File: config.mk
export PLATFORM = sky130hd
export DESIGN_NAME = mips_int_core
export DESIGN_NICKNAME = d
export VERILOG_FILES = /design/src/common/mips_pkg.sv /design/src/decoder/alu_decoder.sv /design/src/decoder/main_decoder.sv /design/src/hdl/register_file.sv /design/src/hdl/alu_execute.sv /design/src/hdl/mips_int_core.sv
export SDC_FILE = /design/constraint.sdc
export NUM_CORES = 2
export LEC_CHECK = 0
export ABC_AREA = 1
export BUFFER_PORTS_ARGS = -buffer_cell sky130_fd_sc_hd__buf_4
export CAP_MARGIN = 10
export CORE_UTILIZATION = 25
export CTS_BUF_LIST = sky130_fd_sc_hd__clkbuf_16
export DETAILED_ROUTE_END_ITERATION = 6
export PLACE_DENSITY = 0.44
export SYNTH_ARGS = -nofsm -noshare
export SYNTH_HDL_FRONTEND = slang
export SYNTH_SLANG_ARGS = --single-unit
File: constraint.sdc
create_clock -name clk -period 4.2 [get_ports clk]
set_input_delay 0.84 -clock clk [delete_from_list [all_inputs] [get_ports clk]]
set_output_delay 0.84 -clock clk [all_outputs]
set_load 0.1 [all_outputs]
File: src/common/mips_pkg.sv
package mips_pkg;

    localparam int data_width = 32;
    localparam int reg_count  = 32;
    localparam int addr_width = $clog2(reg_count);

    // primary opcodes
    localparam logic [5:0] op_rtype = 6'b000000;
    localparam logic [5:0] op_j     = 6'b000010;
    localparam logic [5:0] op_jal   = 6'b000011;
    localparam logic [5:0] op_beq   = 6'b000100;
    localparam logic [5:0] op_bne   = 6'b000101;
    localparam logic [5:0] op_blez  = 6'b000110;
    localparam logic [5:0] op_bgtz  = 6'b000111;
    localparam logic [5:0] op_addi  = 6'b001000;
    localparam logic [5:0] op_addiu = 6'b001001;
    localparam logic [5:0] op_slti  = 6'b001010;
    localparam logic [5:0] op_sltiu = 6'b001011;
    localparam logic [5:0] op_andi  = 6'b001100;
    localparam logic [5:0] op_ori   = 6'b001101;
    localparam logic [5:0] op_xori  = 6'b001110;
    localparam logic [5:0] op_lui   = 6'b001111;
    localparam logic [5:0] op_cop1  = 6'b010001;
    localparam logic [5:0] op_lb    = 6'b100000;
    localparam logic [5:0] op_lh    = 6'b100001;
    localparam logic [5:0] op_lw    = 6'b100011;
    localparam logic [5:0] op_lbu   = 6'b100100;
    localparam logic [5:0] op_lhu   = 6'b100101;
    localparam logic [5:0] op_sb    = 6'b101000;
    localparam logic [5:0] op_sh    = 6'b101001;
    localparam logic [5:0] op_sw    = 6'b101011;
    localparam logic [5:0] op_lwc1  = 6'b110001;
    localparam logic [5:0] op_swc1  = 6'b111001;

    // r-type function codes
    localparam logic [5:0] funct_jr   = 6'b001000;
    localparam logic [5:0] funct_jalr = 6'b001001;
    localparam logic [5:0] funct_add  = 6'b100000;
    localparam logic [5:0] funct_addu = 6'b100001;
    localparam logic [5:0] funct_sub  = 6'b100010;
    localparam logic [5:0] funct_subu = 6'b100011;
    localparam logic [5:0] funct_and  = 6'b100100;
    localparam logic [5:0] funct_or   = 6'b100101;
    localparam logic [5:0] funct_xor  = 6'b100110;
    localparam logic [5:0] funct_nor  = 6'b100111;
    localparam logic [5:0] funct_slt  = 6'b101010;
    localparam logic [5:0] funct_sltu = 6'b101011;

    // cop1 function group
    localparam logic [5:0] funct_fadd = 6'b000000;
    localparam logic [5:0] funct_fsub = 6'b000001;
    localparam logic [5:0] funct_fmul = 6'b000010;
    localparam logic [5:0] funct_fdiv = 6'b000011;

    // aluop classes carried in the control word
    localparam logic [3:0] aluop_add   = 4'b0000;
    localparam logic [3:0] aluop_sub   = 4'b0001;
    localparam logic [3:0] aluop_lez   = 4'b0010;
    localparam logic [3:0] aluop_or    = 4'b0011;
    localparam logic [3:0] aluop_lui   = 4'b0100;
    localparam logic [3:0] aluop_xor   = 4'b0101;
    localparam logic [3:0] aluop_slt   = 4'b0110;
    localparam logic [3:0] aluop_and   = 4'b0111;
    localparam logic [3:0] aluop_sltu  = 4'b1000;
    localparam logic [3:0] aluop_gtz   = 4'b1110;
    localparam logic [3:0] aluop_rtype = 4'b1111;

    typedef enum logic [3:0] {
        alu_add, alu_sub, alu_and, alu_or, alu_xor,
        alu_nor, alu_slt, alu_sltu, alu_lui
    } alu_op_t;

    typedef struct packed {
        logic [5:0]            op;
        logic [addr_width-1:0] rs;
        logic [addr_width-1:0] rt;
        logic [addr_width-1:0] rd;
        logic [4:0]            shamt;
        logic [5:0]            funct;
    } r_fmt_t;

    typedef struct packed {
        logic [5:0]            op;
        logic [addr_width-1:0] rs;
        logic [addr_width-1:0] rt;
        logic [15:0]           imm;
    } i_fmt_t;

    typedef union packed {
        r_fmt_t r;
        i_fmt_t i;
    } instr_t;

    typedef struct packed {
        logic       regwrite;
        logic       regdst;
        logic [1:0] alusrc;      // 00 rt, 01 signed imm, 11 unsigned imm
        logic       branch;
        logic [1:0] memwrite;
        logic       memtoreg;
        logic       jump;
        logic       jr;
        logic [3:0] aluop;
        logic       ne;
        logic [1:0] half;
        logic       b;
        logic       lbu;
        logic       link;
        logic       spregwrite;
        logic [3:0] fpu_control;
        logic       fpu_mem_write;
        logic       fp_regwrite;
        logic       mem_to_fp;
        logic       fp_regdst;
    } ctrl_t;

    typedef struct packed {
        ctrl_t                 ctrl;
        alu_op_t               alu_op;
        logic [addr_width-1:0] rs;
        logic [addr_width-1:0] rt;
        logic [addr_width-1:0] dst;
        logic [data_width-1:0] imm;     // already extended
        logic                  illegal;
        instr_t                instr;
    } dec_op_t;

    typedef struct packed {
        instr_t                instr;
        logic                  wr_en;
        logic [addr_width-1:0] wr_reg;
        logic [data_width-1:0] wr_data;
        logic                  illegal;
        logic                  executed;
    } retire_t;

endpackage

File: src/decoder/alu_decoder.sv
`timescale 1ns/10ps

module alu_decoder (
    input  logic [3:0]        aluop,
    input  logic [5:0]        funct,
    output mips_pkg::alu_op_t alu_op
);

    always_comb begin
        case (aluop)
            mips_pkg::aluop_add:  alu_op = mips_pkg::alu_add;
            mips_pkg::aluop_sub:  alu_op = mips_pkg::alu_sub;   // beq, bne compare
            mips_pkg::aluop_lez:  alu_op = mips_pkg::alu_slt;
            mips_pkg::aluop_gtz:  alu_op = mips_pkg::alu_slt;
            mips_pkg::aluop_or:   alu_op = mips_pkg::alu_or;
            mips_pkg::aluop_lui:  alu_op = mips_pkg::alu_lui;
            mips_pkg::aluop_xor:  alu_op = mips_pkg::alu_xor;
            mips_pkg::aluop_slt:  alu_op = mips_pkg::alu_slt;
            mips_pkg::aluop_and:  alu_op = mips_pkg::alu_and;
            mips_pkg::aluop_sltu: alu_op = mips_pkg::alu_sltu;
            mips_pkg::aluop_rtype: begin
                case (funct)
                    mips_pkg::funct_add,
                    mips_pkg::funct_addu: alu_op = mips_pkg::alu_add;
                    mips_pkg::funct_sub,
                    mips_pkg::funct_subu: alu_op = mips_pkg::alu_sub;
                    mips_pkg::funct_and:  alu_op = mips_pkg::alu_and;
                    mips_pkg::funct_or:   alu_op = mips_pkg::alu_or;
                    mips_pkg::funct_xor:  alu_op = mips_pkg::alu_xor;
                    mips_pkg::funct_nor:  alu_op = mips_pkg::alu_nor;
                    mips_pkg::funct_slt:  alu_op = mips_pkg::alu_slt;
                    mips_pkg::funct_sltu: alu_op = mips_pkg::alu_sltu;
                    default:              alu_op = mips_pkg::alu_add;  // shifts, mult etc
                endcase
            end
            default: alu_op = mips_pkg::alu_add;
        endcase
    end

endmodule

File: src/decoder/main_decoder.sv
`timescale 1ns/10ps

module main_decoder (
    input  logic              clk,
    input  logic              reset,
    input  logic              instr_valid,
    input  mips_pkg::instr_t  instr,
    output logic              dec_valid,
    output mips_pkg::dec_op_t dec
);

    mips_pkg::ctrl_t   ctrl;
    logic              illegal;
    mips_pkg::alu_op_t alu_op;
    mips_pkg::dec_op_t dec_next;

    // control word groups, msb first:
    // regwrite regdst alusrc | branch memwrite memtoreg | jump jr | aluop |
    // ne half b lbu | link spregwrite | fpu_control | fpu_mem_write fp_regwrite mem_to_fp fp_regdst
    always_comb begin
        ctrl    = '0;
        illegal = 1'b0;
        case (instr.r.op)
            mips_pkg::op_rtype: begin
                if (instr.r.funct == mips_pkg::funct_jr) begin
                    ctrl = 29'b0000_0000_11_0000_00000_00_0000_0000;
                end else if (instr.r.funct == mips_pkg::funct_jalr) begin
                    ctrl = 29'b1100_0000_11_0000_00000_10_0000_0000;
                end else begin
                    ctrl = 29'b1100_0000_00_1111_00000_00_0000_0000;
                end
            end
            mips_pkg::op_cop1: begin
                case (instr.r.funct)
                    mips_pkg::funct_fadd:
                        ctrl = 29'b0000_0000_00_0000_00000_00_0000_0101;
                    mips_pkg::funct_fsub:
                        ctrl = 29'b0000_0000_00_0000_00000_00_0001_0101;
                    mips_pkg::funct_fmul:
                        ctrl = 29'b0000_0000_00_0000_00000_00_0010_0101;
                    mips_pkg::funct_fdiv:
                        ctrl = 29'b0000_0000_00_0000_00000_00_0011_0101;
                    default: ctrl = '0;  // other fp functs do nothing
                endcase
            end
            mips_pkg::op_lw:    ctrl = 29'b1001_0001_00_0000_00000_00_0000_0000;
            mips_pkg::op_sw:    ctrl = 29'b0001_0010_00_0000_00000_00_0000_0000;
            mips_pkg::op_lh:    ctrl = 29'b1001_0001_00_0000_00100_00_0000_0000;
            mips_pkg::op_lb:    ctrl = 29'b1001_0001_00_0000_00110_00_0000_0000;
            mips_pkg::op_lbu:   ctrl = 29'b1001_0001_00_0000_00001_00_0000_0000;
            mips_pkg::op_lhu:   ctrl = 29'b1001_0001_00_0000_01000_00_0000_0000;
            mips_pkg::op_sh:    ctrl = 29'b0001_0100_00_0000_00000_00_0000_0000;
            mips_pkg::op_sb:    ctrl = 29'b0001_0110_00_0000_00000_00_0000_0000;
            mips_pkg::op_beq:   ctrl = 29'b0000_1000_00_0001_00000_00_0000_0000;
            mips_pkg::op_bne:   ctrl = 29'b0000_1000_00_0001_10000_00_0000_0000;
            mips_pkg::op_blez:  ctrl = 29'b0000_1000_00_0010_00000_00_0000_0000;
            mips_pkg::op_bgtz:  ctrl = 29'b0000_1000_00_1110_00000_00_0000_0000;
            mips_pkg::op_addi,
            mips_pkg::op_addiu: ctrl = 29'b1001_0000_00_0000_00000_00_0000_0000;
            mips_pkg::op_slti:  ctrl = 29'b1001_0000_00_0110_00000_00_0000_0000;
            mips_pkg::op_sltiu: ctrl = 29'b1011_0000_00_1000_00000_00_0000_0000;
            mips_pkg::op_andi:  ctrl = 29'b1011_0000_00_0111_00000_00_0000_0000;
            mips_pkg::op_ori:   ctrl = 29'b1011_0000_00_0011_00000_00_0000_0000;
            mips_pkg::op_xori:  ctrl = 29'b1011_0000_00_0101_00000_00_0000_0000;
            mips_pkg::op_lui:   ctrl = 29'b1001_0000_00_0100_00000_00_0000_0000;
            mips_pkg::op_j:     ctrl = 29'b0000_0000_10_0000_00000_00_0000_0000;
            mips_pkg::op_jal:   ctrl = 29'b1000_0000_10_0000_00000_10_0000_0000;
            mips_pkg::op_lwc1:  ctrl = 29'b0001_0000_00_0000_00000_00_0000_0110;
            mips_pkg::op_swc1:  ctrl = 29'b0001_0010_00_0000_00000_00_0000_1000;
            default:            illegal = 1'b1;  // control stays zero
        endcase
    end

    alu_decoder alu_decoder_i (
        .aluop  (ctrl.aluop),
        .funct  (instr.r.funct),
        .alu_op (alu_op)
    );

    always_comb begin
        dec_next.ctrl    = ctrl;
        dec_next.alu_op  = alu_op;
        dec_next.rs      = instr.r.rs;
        dec_next.rt      = instr.r.rt;
        dec_next.dst     = ctrl.regdst ? instr.r.rd : instr.i.rt;
        dec_next.illegal = illegal;
        dec_next.instr   = instr;
        if (ctrl.alusrc == 2'b11) begin
            dec_next.imm = {16'b0, instr.i.imm};  // andi ori xori sltiu
        end else begin
            dec_next.imm = {{16{instr.i.imm[15]}}, instr.i.imm};
        end
    end

    always_ff @(posedge clk) begin
        if (reset) begin
            dec_valid <= 1'b0;
        end else begin
            dec_valid <= instr_valid;
        end
    end

    always_ff @(posedge clk) begin
        if (instr_valid) begin
            dec <= dec_next;
        end
    end

endmodule

File: src/hdl/register_file.sv
`timescale 1ns/10ps

module register_file (
    input  logic        clk,
    input  logic        reset,
    input  logic [4:0]  rd_addr_a,
    input  logic [4:0]  rd_addr_b,
    output logic [31:0] rd_data_a,
    output logic [31:0] rd_data_b,
    input  logic        wr_en,
    input  logic [4:0]  wr_reg,
    input  logic [31:0] wr_data
);

    logic [mips_pkg::data_width-1:0] regs [mips_pkg::reg_count];

    // both ports read straight from the array
    assign rd_data_a = regs[rd_addr_a];
    assign rd_data_b = regs[rd_addr_b];

    always_ff @(posedge clk) begin
        if (reset) begin
            for (int i = 0; i < mips_pkg::reg_count; i++) begin
                regs[i] <= '0;
            end
        end else if (wr_en && wr_reg != 5'd0) begin  // r0 stays zero
            regs[wr_reg] <= wr_data;
        end
    end

endmodule

File: src/hdl/alu_execute.sv
`timescale 1ns/10ps

module alu_execute (
    input  logic              clk,
    input  logic              reset,
    input  logic              dec_valid,
    input  mips_pkg::dec_op_t dec,
    output logic [4:0]        rs_addr,
    output logic [4:0]        rt_addr,
    input  logic [31:0]       rs_data,
    input  logic [31:0]       rt_data,
    output logic              wr_en,
    output logic [4:0]        wr_reg,
    output logic [31:0]       wr_data,
    output logic              retire_valid,
    output mips_pkg::retire_t retire
);

    logic [31:0]       op_a;
    logic [31:0]       rt_fwd;
    logic [31:0]       op_b;
    logic [31:0]       result;
    logic              funct_ok;
    logic              executed;
    mips_pkg::retire_t retire_next;

    assign rs_addr = dec.rs;
    assign rt_addr = dec.rt;

    // write still pending in the register file
    assign op_a   = (wr_en && wr_reg == dec.rs) ? wr_data : rs_data;
    assign rt_fwd = (wr_en && wr_reg == dec.rt) ? wr_data : rt_data;
    assign op_b   = (dec.ctrl.alusrc == 2'b00) ? rt_fwd : dec.imm;

    always_comb begin
        case (dec.alu_op)
            mips_pkg::alu_add:  result = op_a + op_b;
            mips_pkg::alu_sub:  result = op_a - op_b;
            mips_pkg::alu_and:  result = op_a & op_b;
            mips_pkg::alu_or:   result = op_a | op_b;
            mips_pkg::alu_xor:  result = op_a ^ op_b;
            mips_pkg::alu_nor:  result = ~(op_a | op_b);
            mips_pkg::alu_slt:  result = {31'b0, $signed(op_a) < $signed(op_b)};
            mips_pkg::alu_sltu: result = {31'b0, op_a < op_b};
            mips_pkg::alu_lui:  result = {op_b[15:0], 16'b0};
            default:            result = '0;
        endcase
    end

    // r-type functs that the alu really implements
    always_comb begin
        funct_ok = 1'b1;
        if (dec.ctrl.aluop == mips_pkg::aluop_rtype) begin
            case (dec.instr.r.funct)
                mips_pkg::funct_add, mips_pkg::funct_addu,
                mips_pkg::funct_sub, mips_pkg::funct_subu,
                mips_pkg::funct_and, mips_pkg::funct_or,
                mips_pkg::funct_xor, mips_pkg::funct_nor,
                mips_pkg::funct_slt, mips_pkg::funct_sltu: funct_ok = 1'b1;
                default:                                   funct_ok = 1'b0;
            endcase
        end
    end

    // loads and jumps/links also set regwrite
    assign executed = dec.ctrl.regwrite && !dec.ctrl.memtoreg && !dec.ctrl.jump
                      && !dec.illegal && funct_ok && dec.dst != 5'd0;

    always_comb begin
        retire_next.instr    = dec.instr;
        retire_next.wr_en    = executed;
        retire_next.wr_reg   = dec.dst;
        retire_next.wr_data  = result;
        retire_next.illegal  = dec.illegal;
        retire_next.executed = executed;
    end

    always_ff @(posedge clk) begin
        if (reset) begin
            retire_valid <= 1'b0;
            wr_en        <= 1'b0;
        end else begin
            retire_valid <= dec_valid;
            wr_en        <= dec_valid && executed;
        end
    end

    always_ff @(posedge clk) begin
        if (dec_valid) begin
            retire <= retire_next;
        end
    end

    assign wr_reg  = retire.wr_reg;   // committed one edge after retire
    assign wr_data = retire.wr_data;

endmodule

File: src/hdl/mips_int_core.sv
`timescale 1ns/10ps

module mips_int_core (
    input  logic              clk,
    input  logic              reset,
    input  logic              instr_valid,
    input  mips_pkg::instr_t  instr,
    output logic              retire_valid,
    output mips_pkg::retire_t retire
);

    logic              dec_valid;
    mips_pkg::dec_op_t dec;
    logic [4:0]        rs_addr;
    logic [4:0]        rt_addr;
    logic [31:0]       rs_data;
    logic [31:0]       rt_data;
    logic              wr_en;
    logic [4:0]        wr_reg;
    logic [31:0]       wr_data;

    main_decoder main_decoder_i (
        .clk         (clk),
        .reset       (reset),
        .instr_valid (instr_valid),
        .instr       (instr),
        .dec_valid   (dec_valid),
        .dec         (dec)
    );

    register_file register_file_i (
        .clk       (clk),
        .reset     (reset),
        .rd_addr_a (rs_addr),
        .rd_addr_b (rt_addr),
        .rd_data_a (rs_data),
        .rd_data_b (rt_data),
        .wr_en     (wr_en),
        .wr_reg    (wr_reg),
        .wr_data   (wr_data)
    );

    alu_execute alu_execute_i (
        .clk          (clk),
        .reset        (reset),
        .dec_valid    (dec_valid),
        .dec          (dec),
        .rs_addr      (rs_addr),
        .rt_addr      (rt_addr),
        .rs_data      (rs_data),
        .rt_data      (rt_data),
        .wr_en        (wr_en),
        .wr_reg       (wr_reg),
        .wr_data      (wr_data),
        .retire_valid (retire_valid),
        .retire       (retire)
    );

endmodule

==> results by group <==
Setup path
  • Max stage delay cell, worst path: dfxtp_4
  • CP dominant cell by count: nand3_1
  • Startpoint Class: flip-flop
  • Reg2reg path depth: 29
  • CP max stage delay: 0.35 ns
  • Crit. End Element: flip-flop
  • Worst reg-to-reg setup slack: 0.06 ns
  • Critical setup path kind: flip-flop to flip-flop
  • RR Endpoint: alu_execute_i.wr_data[23]$_DFFE_PP_
  • Capture point of the worst path: alu_execute_i.wr_data[23]$_DFFE_PP_
  • Worst EP required: 4.76 ns
  • Worst Path Arrival: 4.71 ns
  • Worst Path Max Fanout: 11

Place
  • DP Cell Count: 12,300
  • IO buf count: 107
  • RD Place Congestion: 0.915
  • Dpl hpwl: 230,000 um
  • Pre-CTS WS: -0.562 ns
  • Placed cell area: 0.0790 mm^2

Route
  • Residual DRC: 0
  • Post-route ant nets: 0
  • DR pass1 iterations: 6
  • WL/cell: 27.5 um
  • Vias/cell: 5.30
  • Drt total wl: 349,000 um
  • Vias after detailed routing: 67,400
  • DRT iter0 DRCs: 8,649

Cells and area
  • Layout cells sized above 1: 20.5%
  • Largest register FFs: 1,024
  • Fin area: 0.0873 mm^2
  • Biggest regs: register_file_i.regs: 1024 flops, main_decoder_i.dec: 52 flops, alu_execute_i.retire: 34 flops
  • Final nets: 9,179
  • Final Util: 32.5%
  • Largest Register: register_file_i.regs
  • Post-Layout Cell Count: 12,700
  • P&R area growth vs syn: 28.9%
  • Filler Cell Count: 28,100

Synth
  • Seq/Total Area, Yosys: 51.3%
  • Synth Area per Inst: 8.09 um^2
  • Synth warn: 0
  • Asr flop ratio synth: 0%
  • Number of synthesized flops with an enable pin: 1,147
  • Synthesized cell area: 0.0677 mm^2
  • Yosys cell types: 48
  • Synth Instances: 8,364
  • Yosys reg bits: 1,160
  • Predominant post-synthesis flop cell: edfxtp_1

Clock tree
  • TritonCTS Buffers: 148
  • Worst-path clk slew: 0.06 ns
  • Clk Latency, worst-skew pair: 0.85 ns
  • CTS sink cnt: 1,160
  • CTS root buf: clkbuf_16
  • TritonCTS clock tree: yes
  • Clock Path Buffers: 3
  • H-tree depth: 4

Die
  • Die width: 522 um
  • Number of cell rows: 190
  • Initial core utilization: 25.2%
  • Die area: 0.273 mm^2
  • Core Area: 0.269 mm^2
  • Die H: 522 um
  • I/O pins: 108

Timing
  • Minimum clock period: 4.14 ns
  • Final setup viols: 0
  • Post-Route Skew: 0.0628 ns
  • Max Freq: 241 MHz
  • Final hold viol count: 0
  • Worst-Margin Slew: 1.08 ns
  • Hold Slack: 0.192 ns
  • Fin crit share: 98.7%
  • Setup ws final: 0.0564 ns
  • Max_slew headroom: 27.7%
  • RSZ-0062 raised after global routing: yes
  • Total Neg Setup Slack: 0 ns
  • Slew Limit Fails: 0

Pwr
  • Static leakage: 35.8 nW
  • Internal Pwr Total: 24.5 mW
  • P_sw: 13.6 mW
  • Comb power frac: 31.6%
  • Sw Ratio: 35.6%
  • Clk pwr share: 32.9%
  • Seq pwr share: 35.5%
  • Final Power: 38.1 mW
  • Pwr per Cell Area: 437 mW/mm^2
  • VDD IR-drop max: 0.465 mV

Global routing
  • Grt total ovfl: 0
  • First-pass GRT wire length: 482,000 um
  • Initial antenna violation count: 11
  • Vias in the first global route: 63,200
  • Largest net degree at the start of global routing: 61
  • Global Route Usage Sum: 24.7%

Flow run
  • Max-cap violations: 0

Outcome
  • Outcome: finished, final reports clean

Min path
  • Min-Delay Path Class: input port to flip-flop
logic make-up (layout without fill, tap and decap cells):
group	count (synthesis)	after routing	synth area share, %
compound gates	1783	1783	14.4
fa+ha+maj	106	106	1.98
buf+inv	1264	2026	8.13
other cells	1	36	0.00554
simple gates	4050	4050	24.2
flops	1160	1160	51.3
worst max-delay path: cells and delay by family (launching register included):
family	cells	cell delay (ns)
and+or+nand+nor	18	1.88
buffers and inverters	10	1.34
DFF	1	0.35
adders and majority gates	1	0.26
repair_timing:
action | in CTS | in global routing
pin swaps | 10 | 78
endpoints found under the setup margin | 26 | 26
hold buffers | 0 | 0
gates resized for setup | 169 | 449
buffers inserted | 15 | 52
cloned | 17 | 15
layout make-up:
| cell class | instances | area (um^2) | area share, % |
|---|---|---|---|
| multi-input cells | 5971 | 29600 | 33.9 |
| repair buffers | 1172 | 11600 | 13.3 |
| well taps | 3552 | 4440 | 5.09 |
| clock buffers | 149 | 3730 | 4.27 |
| inverters | 581 | 2270 | 2.61 |
| repair inverters | 4 | 50.0 | 0.0573 |
| clock inverters | 120 | 891 | 1.02 |
| flip-flops and latches | 1160 | 34700 | 39.8 |
| diodes | 4 | 10.0 | 0.0115 |
power by group through the flow:
| stage | registers (mW) | clock network (mW) | logic [mW] |
|---|---|---|---|
| 2_1_floorplan | 14.0 | 0 | 4.64 |
| 5_1_grt | 13.6 | 13.1 | 12.7 |
| 3_3_place_gp | 13.7 | 0 | 10.5 |
| 6_report | 13.5 | 12.5 | 12.0 |
| 3_5_place_dp | 13.7 | 0 | 10.5 |
| 4_1_cts | 13.5 | 12.7 | 10.9 |
metal layers:
layer / wire length (um) / up-vias / part of all wire (%) / track usage (%)
met4: 16800 / 14 / 4.8 / 10.8
li1: - / 29700 / - / -
met3: 33100 / 726 / 9.5 / 4.37
met2: 156000 / 3988 / 45 / 39.2
met1: 143000 / 33000 / 41 / 32.8
met5: 93 / - / 0.027 / 0
worst min-delay path by stage:
stage,slack (ns),end,cells after the start,start
final,0.19,main_decoder_i.dec[10]$_DFFE_PP_,1,instr[10]
after global routing,0.16,main_decoder_i.dec[10]$_DFFE_PP_,1,instr[10]
after CTS,0.13,main_decoder_i.dec[10]$_DFFE_PP_,1,instr[10]
after detailed placement,0.41,alu_execute_i.retire[69]$_DFFE_PP_,0,main_decoder_i.dec[29]$_DFFE_PP_
after global placement,0.40,alu_execute_i.retire[67]$_DFFE_PP_,0,main_decoder_i.dec[27]$_DFFE_PP_
after floorplan,0.40,alu_execute_i.retire[66]$_DFFE_PP_,0,main_decoder_i.dec[26]$_DFFE_PP_
cells in the final DEF, fill, tap and decap left out, types with 100 or more instances in the layout:
cell type  Yosys  layout
o211ai_1     160     160
nand3_1      772     697
buf_4         29     959
o21ai_0      959     875
clkbuf_16      0     163
o21ai_1       39     101
buf_12         0     133
nor2_1      1639    1592
a21oi_1      440     394
nand2_1     1532    1355
edfxtp_1    1147    1147
o22ai_1      101     100
nand2_2        0     162
inv_1        575     574
cell usage after synthesis, types with 32 or more instances:
cell type / instances / area [um^2]
clkbuf_1: 285 / 1070
o21ai_0: 959 / 4800
ha_1: 104 / 1300
nor2_1: 1639 / 6150
o22ai_1: 101 / 632
o21ai_1: 39 / 195
buf_2: 304 / 1520
nand2_1: 1532 / 5750
inv_1: 575 / 2160
buf_6: 32 / 360
edfxtp_1: 1147 / 34400
nand3_1: 772 / 3860
a21oi_1: 440 / 2200
o211ai_1: 160 / 1200
(Power assumes the default switching activity.)
